### config.mk
export PLATFORM = sky130hd
export DESIGN_NAME = fdc_top
export DESIGN_NICKNAME = d
export VERILOG_FILES = /design/src/common/fdc_host_pkg.sv /design/src/common/fdc_cpu_pkg.sv /design/src/source/fdc_registers.sv /design/src/sequencer/fdc_sequencer.sv /design/src/source/fdc_transfer_counter.sv /design/src/source/fdc_top.sv
export SDC_FILE = /design/constraint.sdc
export NUM_CORES = 1
export LEC_CHECK = 0
export ABC_AREA = 1
export BUFFER_PORTS_ARGS = -buffer_cell sky130_fd_sc_hd__clkbuf_2
export CELL_PAD_IN_SITES_DETAIL_PLACEMENT = 1
export CELL_PAD_IN_SITES_GLOBAL_PLACEMENT = 1
export CORE_MARGIN = 2
export CORE_UTILIZATION = 30
export CTS_BUF_LIST = sky130_fd_sc_hd__clkbuf_4 sky130_fd_sc_hd__clkbuf_8 sky130_fd_sc_hd__clkbuf_16
export CTS_CLUSTER_SIZE = 8
export DETAILED_ROUTE_END_ITERATION = 16
export HOLD_SLACK_MARGIN = 0.1
export PLACE_DENSITY = 0.64
export SYNTH_ARGS = -nofsm -noshare
export SYNTH_HDL_FRONTEND = slang
export SYNTH_HIERARCHICAL = 1
export SYNTH_SLANG_ARGS = --single-unit
### constraint.sdc
create_clock -name clk -period 3.65 [get_ports clk]
set_clock_uncertainty 0.15 [all_clocks]
set_input_delay 0.365 -clock clk [delete_from_list [all_inputs] [get_ports clk]]
set_output_delay 0.365 -clock clk [all_outputs]
set_load 0.05 [all_outputs]
### src/common/fdc_host_pkg.sv
`default_nettype none

package fdc_host_pkg;

	// ------------------------------------------------------------------------
	// host register map
	// ------------------------------------------------------------------------

	// command and status share address 0
	typedef enum logic [2:0] {
		REG_CMD    = 3'd0,
		REG_TRACK  = 3'd1,
		REG_SECTOR = 3'd2,
		REG_DATA   = 3'd3,
		REG_CTRL   = 3'd7
	} reg_addr_e;

	// command high nibble
	// odd step codes also update the track register
	typedef enum logic [3:0] {
		OP_RESTORE    = 4'h0,
		OP_SEEK       = 4'h1,
		OP_STEP       = 4'h2,
		OP_STEP_U     = 4'h3,
		OP_STEP_IN    = 4'h4,
		OP_STEP_IN_U  = 4'h5,
		OP_STEP_OUT   = 4'h6,
		OP_STEP_OUT_U = 4'h7,
		OP_READ       = 4'h8,
		OP_READ_M     = 4'h9,
		OP_WRITE      = 4'hA,
		OP_WRITE_M    = 4'hB,
		OP_INTERRUPT  = 4'hD
	} fdc_opcode_e;

	// one host bus cycle
	typedef struct packed {
		logic       rd;
		logic       wr;
		reg_addr_e  addr;
		logic [7:0] wdata;
	} host_bus_t;

	// status byte, msb first
	// bits 5, 2 and 1 depend on the command type
	typedef struct packed {
		logic not_ready;
		logic write_protect;
		logic head_or_fault;
		logic seek_error;
		logic crc_error;
		logic track0_or_lost;
		logic index_or_drq;
		logic busy;
	} fdc_status_t;

endpackage

`default_nettype wire

### src/common/fdc_cpu_pkg.sv
`default_nettype none

package fdc_cpu_pkg;

	// ------------------------------------------------------------------------
	// workhorse request / status protocol
	// ------------------------------------------------------------------------

	// request high nibble, argument goes in the low nibble
	typedef enum logic [3:0] {
		REQ_READ  = 4'h1,
		REQ_WRITE = 4'h2,
		REQ_NOP   = 4'h4,
		REQ_ACK   = 4'h8
	} cpu_request_e;

	// status byte returned by the workhorse
	typedef struct packed {
		logic [3:0] reserved;
		logic       no_image;
		logic       crc;
		logic       success;
		logic       done;
	} cpu_status_t;

	// ------------------------------------------------------------------------
	// sequencer to datapath
	// ------------------------------------------------------------------------

	typedef struct packed {
		logic busy;
		logic drq;
		logic seek_error;
		logic crc_error;
		logic write_fault;
	} seq_flags_t;

	typedef enum logic [1:0] {
		HEAD_NONE,
		HEAD_RESTORE,
		HEAD_SEEK,
		HEAD_STEP
	} head_action_e;

	typedef struct packed {
		logic         accept;
		head_action_e head;
		logic         load_data;
		logic         clear_pending;
	} seq_ctrl_t;

	// sector buffer port
	typedef struct packed {
		logic [9:0] addr;
		logic       rd;
		logic       wr;
		logic [7:0] wdata;
	} buffer_port_t;

	typedef enum logic [3:0] {
		S_IDLE,
		S_WAIT_NOP,
		S_WAIT_READ,
		S_READ_START,
		S_READ_PACE,
		S_READ_DRQ,
		S_READ_ADVANCE,
		S_WRITE_DRQ,
		S_WRITE_STROBE,
		S_WRITE_NEXT,
		S_WAIT_WRITE,
		S_ABORT,
		S_END_ACK,
		S_END_WAIT
	} seq_state_e;

endpackage

`default_nettype wire

### src/source/fdc_registers.sv
`timescale 1ns/1ps
`default_nettype none

module fdc_registers (
	input  wire                           clk,
	input  wire                           reset_n,
	input  wire fdc_host_pkg::host_bus_t  host,
	input  wire fdc_cpu_pkg::seq_ctrl_t   ctrl,
	input  wire fdc_cpu_pkg::seq_flags_t  flags,
	input  wire fdc_cpu_pkg::cpu_status_t cpu_status,
	input  wire [7:0]                     buff_rdata,
	output logic [7:0]                    odata,
	output logic [7:0]                    command,
	output logic                          pending,
	output logic                          side,
	output logic                          drive,
	output logic [7:0]                    track_out,
	output logic [7:0]                    sector_out,
	output fdc_host_pkg::fdc_status_t     status_out,
	output logic [7:0]                    buff_wdata
);

	logic [7:0] track_reg;
	logic [7:0] sector_reg;
	logic [7:0] data_reg;
	logic [7:0] head_track;
	logic       step_out;
	logic       cmd_mode;
	logic       index;
	logic       head_loaded;
	logic       step_dir;
	logic [7:0] next_track;

	fdc_host_pkg::fdc_status_t status;

	// given direction wins, else the last one used
	assign step_dir   = command[6] ? command[5] : step_out;
	assign next_track = step_dir ? head_track - 8'd1 : head_track + 8'd1;

	// ------------------------------------------------------------------------
	// status byte, type I or type II layout
	// ------------------------------------------------------------------------

	always_comb begin
		status.not_ready     = cpu_status.no_image;
		status.write_protect = 1'b0;
		status.seek_error    = flags.seek_error;
		status.crc_error     = flags.crc_error;
		status.busy          = flags.busy | pending;
		if (!cmd_mode) begin
			status.head_or_fault  = head_loaded;
			status.track0_or_lost = (head_track == 8'd0);
			status.index_or_drq   = index;
		end else begin
			// lost data never happens
			status.head_or_fault  = flags.write_fault;
			status.track0_or_lost = 1'b0;
			status.index_or_drq   = flags.drq;
		end
	end

	always_ff @(posedge clk or negedge reset_n) begin
		if (!reset_n) begin
			odata       <= '0;
			track_reg   <= '0;
			sector_reg  <= '0;
			data_reg    <= '0;
			command     <= '0;
			pending     <= 1'b0;
			side        <= 1'b0;
			drive       <= 1'b0;
			head_track  <= 8'hff;
			step_out    <= 1'b0;
			cmd_mode    <= 1'b0;
			index       <= 1'b0;
			head_loaded <= 1'b0;
		end else begin
			// host reads, odata one cycle after rd
			if (host.rd) begin
				case (host.addr)
					fdc_host_pkg::REG_CMD: begin
						odata <= status;
						index <= 1'b0;
					end
					fdc_host_pkg::REG_TRACK:  odata <= track_reg;
					fdc_host_pkg::REG_SECTOR: odata <= sector_reg;
					fdc_host_pkg::REG_DATA:   odata <= data_reg;
					fdc_host_pkg::REG_CTRL:   odata <= {5'b11111, side, 1'b0, drive};
					default: ;
				endcase
			end

			// host writes
			if (host.wr) begin
				case (host.addr)
					fdc_host_pkg::REG_CMD: begin
						// interrupt goes straight to the sequencer
						if (host.wdata[7:4] != fdc_host_pkg::OP_INTERRUPT) begin
							command <= host.wdata;
							pending <= 1'b1;
						end
					end
					fdc_host_pkg::REG_TRACK:
						if (!flags.busy)
							track_reg <= host.wdata;
					fdc_host_pkg::REG_SECTOR:
						if (!flags.busy)
							sector_reg <= host.wdata;
					fdc_host_pkg::REG_DATA:   data_reg <= host.wdata;
					fdc_host_pkg::REG_CTRL: begin
						side  <= host.wdata[2];
						drive <= host.wdata[0];
					end
					default: ;
				endcase
			end

			// byte from the sector buffer
			if (ctrl.load_data)
				data_reg <= buff_rdata;

			if (ctrl.accept) begin
				pending  <= 1'b0;
				cmd_mode <= command[7];
			end
			if (ctrl.clear_pending)
				pending <= 1'b0;

			// head movement for type I
			if (ctrl.head != fdc_cpu_pkg::HEAD_NONE) begin
				head_loaded <= command[3];
				index       <= 1'b1;
			end
			case (ctrl.head)
				fdc_cpu_pkg::HEAD_RESTORE: begin
					track_reg  <= 8'd0;
					head_track <= 8'd0;
				end
				fdc_cpu_pkg::HEAD_SEEK:
					head_track <= data_reg;
				fdc_cpu_pkg::HEAD_STEP: begin
					step_out   <= step_dir;
					head_track <= next_track;
					if (command[4])
						track_reg <= next_track;
				end
				default: ;
			endcase
		end
	end

	// workhorse sees the real head position
	assign track_out  = head_track;
	assign sector_out = sector_reg;
	assign status_out = status;
	assign buff_wdata = data_reg;

endmodule

`default_nettype wire

### src/sequencer/fdc_sequencer.sv
`timescale 1ns/1ps
`default_nettype none

module fdc_sequencer (
	input  wire                           clk,
	input  wire                           reset_n,
	input  wire fdc_host_pkg::host_bus_t  host,
	input  wire [7:0]                     command,
	input  wire                           pending,
	input  wire                           side,
	input  wire                           drive,
	input  wire fdc_cpu_pkg::cpu_status_t cpu_status,
	input  wire                           last_byte,
	input  wire                           pace_done,
	output fdc_cpu_pkg::seq_ctrl_t        ctrl,
	output fdc_cpu_pkg::seq_flags_t       flags,
	output logic [7:0]                    cpu_request,
	output logic                          buff_rd,
	output logic                          buff_wr,
	output logic                          count_load,
	output logic                          count_advance,
	output logic                          pace_start
);

	fdc_cpu_pkg::seq_state_e   state;
	fdc_host_pkg::fdc_opcode_e opcode;
	fdc_cpu_pkg::head_action_e head_action;

	logic is_type1;
	logic is_read;
	logic is_write;
	logic accept;
	logic abort_req;
	logic data_rd;
	logic data_wr;
	logic cpu_ok;
	logic cpu_fail;

	// ------------------------------------------------------------------------
	// opcode decode
	// ------------------------------------------------------------------------

	assign opcode = fdc_host_pkg::fdc_opcode_e'(command[7:4]);

	always_comb begin
		head_action = fdc_cpu_pkg::HEAD_NONE;
		is_read     = 1'b0;
		is_write    = 1'b0;
		case (opcode)
			fdc_host_pkg::OP_RESTORE: head_action = fdc_cpu_pkg::HEAD_RESTORE;
			fdc_host_pkg::OP_SEEK:    head_action = fdc_cpu_pkg::HEAD_SEEK;
			fdc_host_pkg::OP_STEP, fdc_host_pkg::OP_STEP_U,
			fdc_host_pkg::OP_STEP_IN, fdc_host_pkg::OP_STEP_IN_U,
			fdc_host_pkg::OP_STEP_OUT, fdc_host_pkg::OP_STEP_OUT_U:
				head_action = fdc_cpu_pkg::HEAD_STEP;
			fdc_host_pkg::OP_READ, fdc_host_pkg::OP_READ_M:   is_read = 1'b1;
			fdc_host_pkg::OP_WRITE, fdc_host_pkg::OP_WRITE_M: is_write = 1'b1;
			// read address and track ops are not emulated
			default: ;
		endcase
	end

	assign is_type1 = (head_action != fdc_cpu_pkg::HEAD_NONE);

	// host strobes of interest
	assign abort_req = host.wr && host.addr == fdc_host_pkg::REG_CMD &&
		host.wdata[7:4] == fdc_host_pkg::OP_INTERRUPT;
	assign data_rd = host.rd && host.addr == fdc_host_pkg::REG_DATA;
	assign data_wr = host.wr && host.addr == fdc_host_pkg::REG_DATA;

	// workhorse verdict, no image counts as failure
	assign cpu_ok   = cpu_status.done && cpu_status.success && !cpu_status.no_image;
	assign cpu_fail = cpu_status.no_image || (cpu_status.done && !cpu_status.success);

	// ------------------------------------------------------------------------
	// orders to registers and counter
	// ------------------------------------------------------------------------

	// pending seen in idle starts the command
	assign accept = (state == fdc_cpu_pkg::S_IDLE) && pending;

	always_comb begin
		ctrl.accept        = accept;
		ctrl.head          = accept ? head_action : fdc_cpu_pkg::HEAD_NONE;
		ctrl.load_data     = (state == fdc_cpu_pkg::S_READ_PACE) && pace_done;
		ctrl.clear_pending = (state == fdc_cpu_pkg::S_ABORT);
	end

	// buffer address restarts on read success or write start
	assign count_load = (state == fdc_cpu_pkg::S_WAIT_READ && cpu_ok) ||
		(accept && is_write);
	assign count_advance = (state == fdc_cpu_pkg::S_READ_ADVANCE) ||
		(state == fdc_cpu_pkg::S_WRITE_NEXT);
	assign pace_start = (state == fdc_cpu_pkg::S_READ_START);

	// ------------------------------------------------------------------------
	// command FSM
	// ------------------------------------------------------------------------

	always_ff @(posedge clk or negedge reset_n) begin
		if (!reset_n) begin
			state       <= fdc_cpu_pkg::S_IDLE;
			flags       <= '0;
			cpu_request <= {fdc_cpu_pkg::REQ_ACK, 4'h0};
			buff_rd     <= 1'b0;
			buff_wr     <= 1'b0;
		end else begin
			// write strobe lasts one cycle
			buff_wr <= 1'b0;

			case (state)
				fdc_cpu_pkg::S_IDLE: begin
					if (pending) begin
						if (is_type1) begin
							flags.busy  <= 1'b1;
							cpu_request <= {fdc_cpu_pkg::REQ_NOP, command[7:4]};
							state       <= fdc_cpu_pkg::S_WAIT_NOP;
						end else if (is_read) begin
							flags       <= '0;
							flags.busy  <= 1'b1;
							cpu_request <= {fdc_cpu_pkg::REQ_READ, 2'b00, drive, side};
							state       <= fdc_cpu_pkg::S_WAIT_READ;
						end else if (is_write) begin
							flags      <= '0;
							flags.busy <= 1'b1;
							flags.drq  <= 1'b1;
							state      <= fdc_cpu_pkg::S_WRITE_DRQ;
						end
					end
				end

				// type I, the workhorse only has to notice
				fdc_cpu_pkg::S_WAIT_NOP: begin
					if (cpu_status.done)
						state <= fdc_cpu_pkg::S_END_ACK;
				end

				// sector read, buffer to host
				fdc_cpu_pkg::S_WAIT_READ: begin
					if (cpu_fail) begin
						flags.seek_error <= 1'b1;
						flags.crc_error  <= cpu_status.crc;
						state            <= fdc_cpu_pkg::S_END_ACK;
					end else if (cpu_ok) begin
						buff_rd <= 1'b1;
						state   <= fdc_cpu_pkg::S_READ_START;
					end
				end
				fdc_cpu_pkg::S_READ_START:
					state <= fdc_cpu_pkg::S_READ_PACE;
				fdc_cpu_pkg::S_READ_PACE: begin
					// data register takes the byte in the same cycle
					if (pace_done) begin
						flags.drq <= 1'b1;
						state     <= fdc_cpu_pkg::S_READ_DRQ;
					end
				end
				fdc_cpu_pkg::S_READ_DRQ: begin
					// slow host just keeps drq up
					if (data_rd) begin
						flags.drq <= 1'b0;
						if (last_byte) begin
							buff_rd <= 1'b0;
							state   <= fdc_cpu_pkg::S_END_ACK;
						end else begin
							state <= fdc_cpu_pkg::S_READ_ADVANCE;
						end
					end
				end
				fdc_cpu_pkg::S_READ_ADVANCE:
					state <= fdc_cpu_pkg::S_READ_START;

				// sector write, host to buffer
				fdc_cpu_pkg::S_WRITE_DRQ: begin
					if (data_wr) begin
						flags.drq <= 1'b0;
						state     <= fdc_cpu_pkg::S_WRITE_STROBE;
					end
				end
				fdc_cpu_pkg::S_WRITE_STROBE: begin
					buff_wr <= 1'b1;
					state   <= fdc_cpu_pkg::S_WRITE_NEXT;
				end
				fdc_cpu_pkg::S_WRITE_NEXT: begin
					if (last_byte) begin
						// whole sector buffered, hand it over
						cpu_request <= {fdc_cpu_pkg::REQ_WRITE, 3'b000, side};
						state       <= fdc_cpu_pkg::S_WAIT_WRITE;
					end else begin
						flags.drq <= 1'b1;
						state     <= fdc_cpu_pkg::S_WRITE_DRQ;
					end
				end
				fdc_cpu_pkg::S_WAIT_WRITE: begin
					if (cpu_fail) begin
						flags.write_fault <= cpu_status.crc;
						state             <= fdc_cpu_pkg::S_END_ACK;
					end else if (cpu_ok) begin
						state <= fdc_cpu_pkg::S_END_ACK;
					end
				end

				// interrupt, drop the transfer
				fdc_cpu_pkg::S_ABORT: begin
					flags.drq         <= 1'b0;
					flags.seek_error  <= 1'b0;
					flags.crc_error   <= 1'b0;
					flags.write_fault <= 1'b0;
					buff_rd           <= 1'b0;
					state             <= fdc_cpu_pkg::S_END_ACK;
				end

				// end exchange, every command passes here
				fdc_cpu_pkg::S_END_ACK: begin
					cpu_request <= {fdc_cpu_pkg::REQ_ACK, 4'h0};
					state       <= fdc_cpu_pkg::S_END_WAIT;
				end
				fdc_cpu_pkg::S_END_WAIT: begin
					if (cpu_status == '0) begin
						cpu_request <= 8'h00;
						flags.busy  <= 1'b0;
						flags.drq   <= 1'b0;
						state       <= fdc_cpu_pkg::S_IDLE;
					end
				end

				default: state <= fdc_cpu_pkg::S_IDLE;
			endcase

			// nibble D overrides whatever is running
			if (abort_req && state != fdc_cpu_pkg::S_IDLE)
				state <= fdc_cpu_pkg::S_ABORT;
		end
	end

endmodule

`default_nettype wire

### src/source/fdc_transfer_counter.sv
`timescale 1ns/1ps
`default_nettype none

module fdc_transfer_counter #(
	parameter int SECTOR_SIZE = 1024,
	parameter int PACE_CYCLES = 15
) (
	input  wire        clk,
	input  wire        reset_n,
	input  wire        load,
	input  wire        advance,
	input  wire        pace_start,
	output logic [9:0] addr,
	output logic       last_byte,
	output logic       pace_done
);

	localparam int CW = $clog2(SECTOR_SIZE + 1);
	localparam int TW = $clog2(PACE_CYCLES + 1);

	logic [CW-1:0] remaining;
	logic [TW-1:0] pace_timer;

	// ------------------------------------------------------------------------
	// buffer address and byte count
	// ------------------------------------------------------------------------

	always_ff @(posedge clk or negedge reset_n) begin
		if (!reset_n) begin
			addr      <= '0;
			remaining <= '0;
		end else if (load) begin
			addr      <= '0;
			remaining <= CW'(SECTOR_SIZE);
		end else if (advance) begin
			addr      <= addr + 10'd1;
			remaining <= remaining - 1'b1;
		end
	end

	assign last_byte = (remaining == CW'(1));

	// drq pace, zero after PACE_CYCLES cycles
	always_ff @(posedge clk or negedge reset_n) begin
		if (!reset_n)
			pace_timer <= '0;
		else if (pace_start)
			pace_timer <= TW'(PACE_CYCLES - 1);
		else if (pace_timer != '0)
			pace_timer <= pace_timer - 1'b1;
	end

	assign pace_done = (pace_timer == '0);

endmodule

`default_nettype wire

### src/source/fdc_top.sv
`timescale 1ns/1ps
`default_nettype none

module fdc_top #(
	parameter int SECTOR_SIZE = 1024,
	parameter int PACE_CYCLES = 15
) (
	input  wire                       clk,
	input  wire                       reset_n,
	input  wire fdc_host_pkg::host_bus_t  host,
	output logic [7:0]                odata,
	output fdc_cpu_pkg::buffer_port_t buffer,
	input  wire [7:0]                 buff_rdata,
	output logic [7:0]                track_out,
	output logic [7:0]                sector_out,
	output fdc_host_pkg::fdc_status_t status_out,
	output logic [7:0]                cpu_request,
	input  wire fdc_cpu_pkg::cpu_status_t cpu_status,
	output logic                      irq,
	output logic                      drq
);

	// registers to sequencer
	logic [7:0] command;
	logic       pending;
	logic       side;
	logic       drive;

	// sequencer to datapath
	fdc_cpu_pkg::seq_ctrl_t  ctrl;
	fdc_cpu_pkg::seq_flags_t flags;
	logic                    buff_rd;
	logic                    buff_wr;
	logic [7:0]              buff_wdata;

	// transfer counter handshake
	logic       count_load;
	logic       count_advance;
	logic       pace_start;
	logic       last_byte;
	logic       pace_done;
	logic [9:0] buff_addr;

	fdc_registers u_registers (
		.clk        (clk),
		.reset_n    (reset_n),
		.host       (host),
		.ctrl       (ctrl),
		.flags      (flags),
		.cpu_status (cpu_status),
		.buff_rdata (buff_rdata),
		.odata      (odata),
		.command    (command),
		.pending    (pending),
		.side       (side),
		.drive      (drive),
		.track_out  (track_out),
		.sector_out (sector_out),
		.status_out (status_out),
		.buff_wdata (buff_wdata)
	);

	fdc_sequencer u_sequencer (
		.clk           (clk),
		.reset_n       (reset_n),
		.host          (host),
		.command       (command),
		.pending       (pending),
		.side          (side),
		.drive         (drive),
		.cpu_status    (cpu_status),
		.last_byte     (last_byte),
		.pace_done     (pace_done),
		.ctrl          (ctrl),
		.flags         (flags),
		.cpu_request   (cpu_request),
		.buff_rd       (buff_rd),
		.buff_wr       (buff_wr),
		.count_load    (count_load),
		.count_advance (count_advance),
		.pace_start    (pace_start)
	);

	fdc_transfer_counter #(
		.SECTOR_SIZE (SECTOR_SIZE),
		.PACE_CYCLES (PACE_CYCLES)
	) u_counter (
		.clk        (clk),
		.reset_n    (reset_n),
		.load       (count_load),
		.advance    (count_advance),
		.pace_start (pace_start),
		.addr       (buff_addr),
		.last_byte  (last_byte),
		.pace_done  (pace_done)
	);

	// buffer port gathered from the three blocks
	assign buffer.addr  = buff_addr;
	assign buffer.rd    = buff_rd;
	assign buffer.wr    = buff_wr;
	assign buffer.wdata = buff_wdata;

	assign irq = flags.busy;
	assign drq = flags.drq;

endmodule

`default_nettype wire

# Word level (Yosys, flattened, before mapping)
# Index checks and enable logic that the tools add are counted.
[op_classes]
addsub = 5
n_mul = 0
n_div = 0
order_cmp = 0
n_eq_ne = 59
shifts = 0
n_mux = 77
bitwise_logic = 2
n_reduce_logical = 61
[op_table]
columns = ["cell", "count"]
rows = [
  ["$mux 8", 13],
  ["$mux 4", 19],
  ["$pmux 4 s14", 1],
  ["$eq 4x4->1 const B", 11],
  ["$pmux 8 s5", 1],
  ["$eq 4x3->1 const B", 8],
  ["$pmux 8 s4", 1],
  ["$pmux 8 s3", 1],
  ["$mux 1", 23],
  ["$mux 11", 2],
  ["$reduce_bool 3->1", 7],
  ["$mux 10", 2],
  ["$reduce_and 5->1", 4],
  ["$reduce_and 9->1", 2],
  ["$reduce_bool 2->1", 9],
  ["$eq 4x2->1 const B", 4],
  ["$logic_not 8->1", 2],
  ["$pmux 8 s2", 1],
  ["$mux 5", 3],
  ["$ne 3x1->1 const B", 5],
  ["$ne 2x1->1 const B", 7],
  ["$logic_and 1x1->1", 12],
  ["$logic_not 4->1", 3],
  ["$ne 2x2->1 const B", 6],
  ["36 further kinds", 57],
]
[word_totals]
regBits = 99
latch_bits = 0
ram_bits = 0
romBits = 0
inputBits = 31
output_inout_bits = 62
elab_cells = 229
memories = 0

# Logic depth before layout (Yosys ltp)
[logic_depth]
depth_word = 9
ltp_mapped = 14
depth_no_buf = 13

# Modules after synthesis
# Netlist, hierarchy kept.
[by_module_without_submodules]
columns = ["module", "n_inst", "cells_per_inst", "area_per_inst_um2", "seq_area_each_um2"]
rows = [
  ["fdc_registers", 1, 396, 3071.7, 1386.3],
  ["fdc_transfer_counter", 1, 174, 1438.9, 625.6],
  ["fdc_sequencer", 1, 216, 1367.6, 476.7],
  ["fdc_top", 1, 2, 15.0, 0.0],
]

# Worst setup path after synthesis
# OpenSTA, ideal clock, no wires.
[synth_path]
path_type = "reg-to-output"
start = "reg u_registers.head_track[0], in the netlist u_registers/track_out[0]"
end = "out status_out[2] in the netlist's numbering"
arrival_time_ps = 1922
required_time_ps = 3135
setup_slack_ps = 1213
stages_incl_launch_ff = 3
n_path_buf = 0
cell_sequence = "dfstp_2 or2_2 nor3_1"
[synth_rtl]
columns = ["element", "line", "rtl"]
rows = [
  ["start: declaration", "fdc_registers.sv:26", "logic [7:0] head_track;"],
  ["start signal: assignment", "fdc_registers.sv:140", "head_track <= data_reg;"],
  ["start signal: assignment", "fdc_registers.sv:143", "head_track <= next_track;"],
  ["end: declaration", "fdc_top.sv:16", "output fdc_host_pkg::fdc_status_t status_out,"],
]

==> impl_summary.txt <==
----------------------------------------------------
[Detailed routing]
  Detail-routed via count per cell ... 4.72
  Final antenna-violating net count ... 0
  Total Routed Length ... 18700 um
  Residual DRC ... 0
  Initial detailed-routing violation count ... 308
  Total iterations of the first detailed-routing run ... 4
  DR vias ... 5359
  Average wire per standard cell ... 16.5 um

[Yosys]
  Net count after synthesis ... 821
  Cells after synthesis ... 779
  Count of yosys warnings during synthesis ... 6
  Synthesized area per cell ... 7.42 um^2
  Netlist area before placement ... 5780 um^2

[CTS]
  Buffer depth of the longest clock path ... 2
  CTS resizes ... 0
  CTS sink count ... 96
  Clock transition at the registers of the reported paths ... 70 ps
  Clock Latency Late Sink ... 350 ps
  Maximum level of the CTS H-tree ... 3
  CTS tree ... done
  Library cell used as clock root buffer ... clkbuf_16
  TritonCTS Buffers ... 9

[Cells and area]
  Layout area overhead ... 17.8%
  Flip-flop count of the largest register after layout ... 11
  Regs by FF count ... u_counter/remaining: 11 flops, u_counter/addr: 10 flops
  Final Cell Area ... 6810 um^2
  Core Util, Final ... 0.362
  Number of inserted diodes ... 0
  Share of cells above drive strength 1 ... 0.200
  Commonest non-fill, non-tap cells in the layout ... nand2_1, inv_1, clkbuf_2
  Commonest non-fill, non-tap cell in the layout ... nand2_1
  Top reg by flops ... u_counter/remaining
  Final cell count without fillers ... 1136
  Number of nets in the layout ... 913

[Worst setup path]
  Worst path max stage delay ... 500 ps
  Register-to-register setup slack ... 870 ps
  Capturing element type of the critical path ... flip-flop
  Arrival time worst endpoint ... 2870 ps
  Critical-path cell list ... nor2_2 -> nand2_2 -> inv_2 -> nand2_1 -> nor2_1 -> inv_1 -> a21oi_1 -> inv_1 -> a21oi_1 -> a21oi_1 -> o21ai_0 -> o21ai_0
  Max Fanout on Critical Path ... 8
  Crit-path most repeated cell ... a21oi_1
  Slowest CP cell ... a21oi_1
  Worst endpoint required time ... 3730 ps
  Startpoint class of the critical path ... flip-flop
  Type of the setup path with the least slack ... flip-flop to flip-flop

[GRT]
  Aggregate global routing overflow ... 0
  Number of global-route vias before repair ... 5656
  Antenna violations before repair ... 0
  Largest net degree at the start of global routing ... 52
  First-pass GRT wire length ... 31000 um
  GRT Overall Usage ... 0.196

[Placed design]
  Detailed-placement wirelength estimate ... 14900 um
  Cell count after placement ... 1115
  Final RePlAce weighted congestion ... 0.841
  Post-placement cell area ... 6460 um^2
  IO buf count ... 91
  Post-placement setup slack ... 902 ps

[Pwr]
  Worst IR drop on VDD ... 0.514 mV
  Total power consumption of the routed design ... 5.60 mW
  Pwr Density ... 822 nW/um^2
  LEAKAGE ... 3.53 nW

[STA]
  Tmin final ... 2780 ps
  Worst hold slack ... 131 ps
  RSZ-0062 raised after global routing ... false
  Worst relative slew slack ... 0.531
  Post-route worst setup slack ... 867 ps
  Slew @ Worst Pin ... 698 ps
  Peak Freq ... 359 MHz
  Final-report max-slew violation count ... 0
  Final TNS setup ... 0 ps
  Count of final setup violators ... 0
  Fin. Hold Viols ... 0
  Final period util ... 0.762

[Status]
  Status ... completed

[Run]
  Maximum capacitance violations ... 0

[Floorplanning]
  Die Width ... 143 um
  Cell row count ... 50
  Placeable core area ... 18800 um^2
  Overall die area ... 20400 um^2
  Chip height ... 143 um
  Starting density of the core ... 0.307
  I/O pin count ... 93

[Min path]
  Type of the most critical hold path ... input pin to flip-flop

----------------------------------------------------
==> final cells by class <==
class,count,area (um^2)
clock inverters,6,68.8
multi-input cells,548,2770
flip-flops and latches,96,2410
clock buffers,10,233
fillers,2383,12000
inverters,117,454
well taps,260,325
repair buffers,99,543
==> where the power goes <==
| group | internal [mW] | switching, mW | leakage, nW |
|---|---|---|---|
| combinational | 0.730 | 2.06 | 2.18 |
| sequential | 1.46 | 0.357 | 1.20 |
| clock | 0.543 | 0.442 | 0.146 |
==> timing repair <==
item                                   in CTS  in global routing
endpoints found under the hold margin      48                  0
buffers inserted                            0                  0
hold buffers                                5                  0
==> worst max-delay path: cells and delay by family, from the launching register on <==
family | cells | cell delay (ps)
DFF | 1 | 460
and+or+nand+nor | 4 | 760
AOI/OAI and AO/OA | 5 | 990
buffers and inverters | 3 | 310
==> path summary, 6_finish.rpt <==
path / to / depth (start not counted) / from
worst max-delay path: u_registers/track_reg[1] / 12 / u_sequencer/state[1]
max in group asynchronous: u_registers/track_out[3] / 3 / reset_n
min in group asynchronous: u_sequencer/state[0] / 2 / reset_n
worst min-delay path: u_registers/buff_wdata[1] / 3 / buff_rdata[1]
worst min register to register: u_sequencer/cpu_request[7] / 2 / u_sequencer/cpu_request[7]
worst max register to register: u_registers/track_reg[1] / 12 / u_sequencer/state[1]
==> routing by layer <==
| metal | global-route usage | vias up | share of wire |
|---|---|---|---|
| met3 | 0.0382 | 12 | 0.031 |
| met4 | 0.0307 | 0 | 0.0077 |
| met2 | 0.332 | 87 | 0.48 |
| li1 | - | 2684 | - |
| met1 | 0.265 | 2576 | 0.48 |
| met5 | 0 | - | 0 |
(Power assumes the default switching activity.)
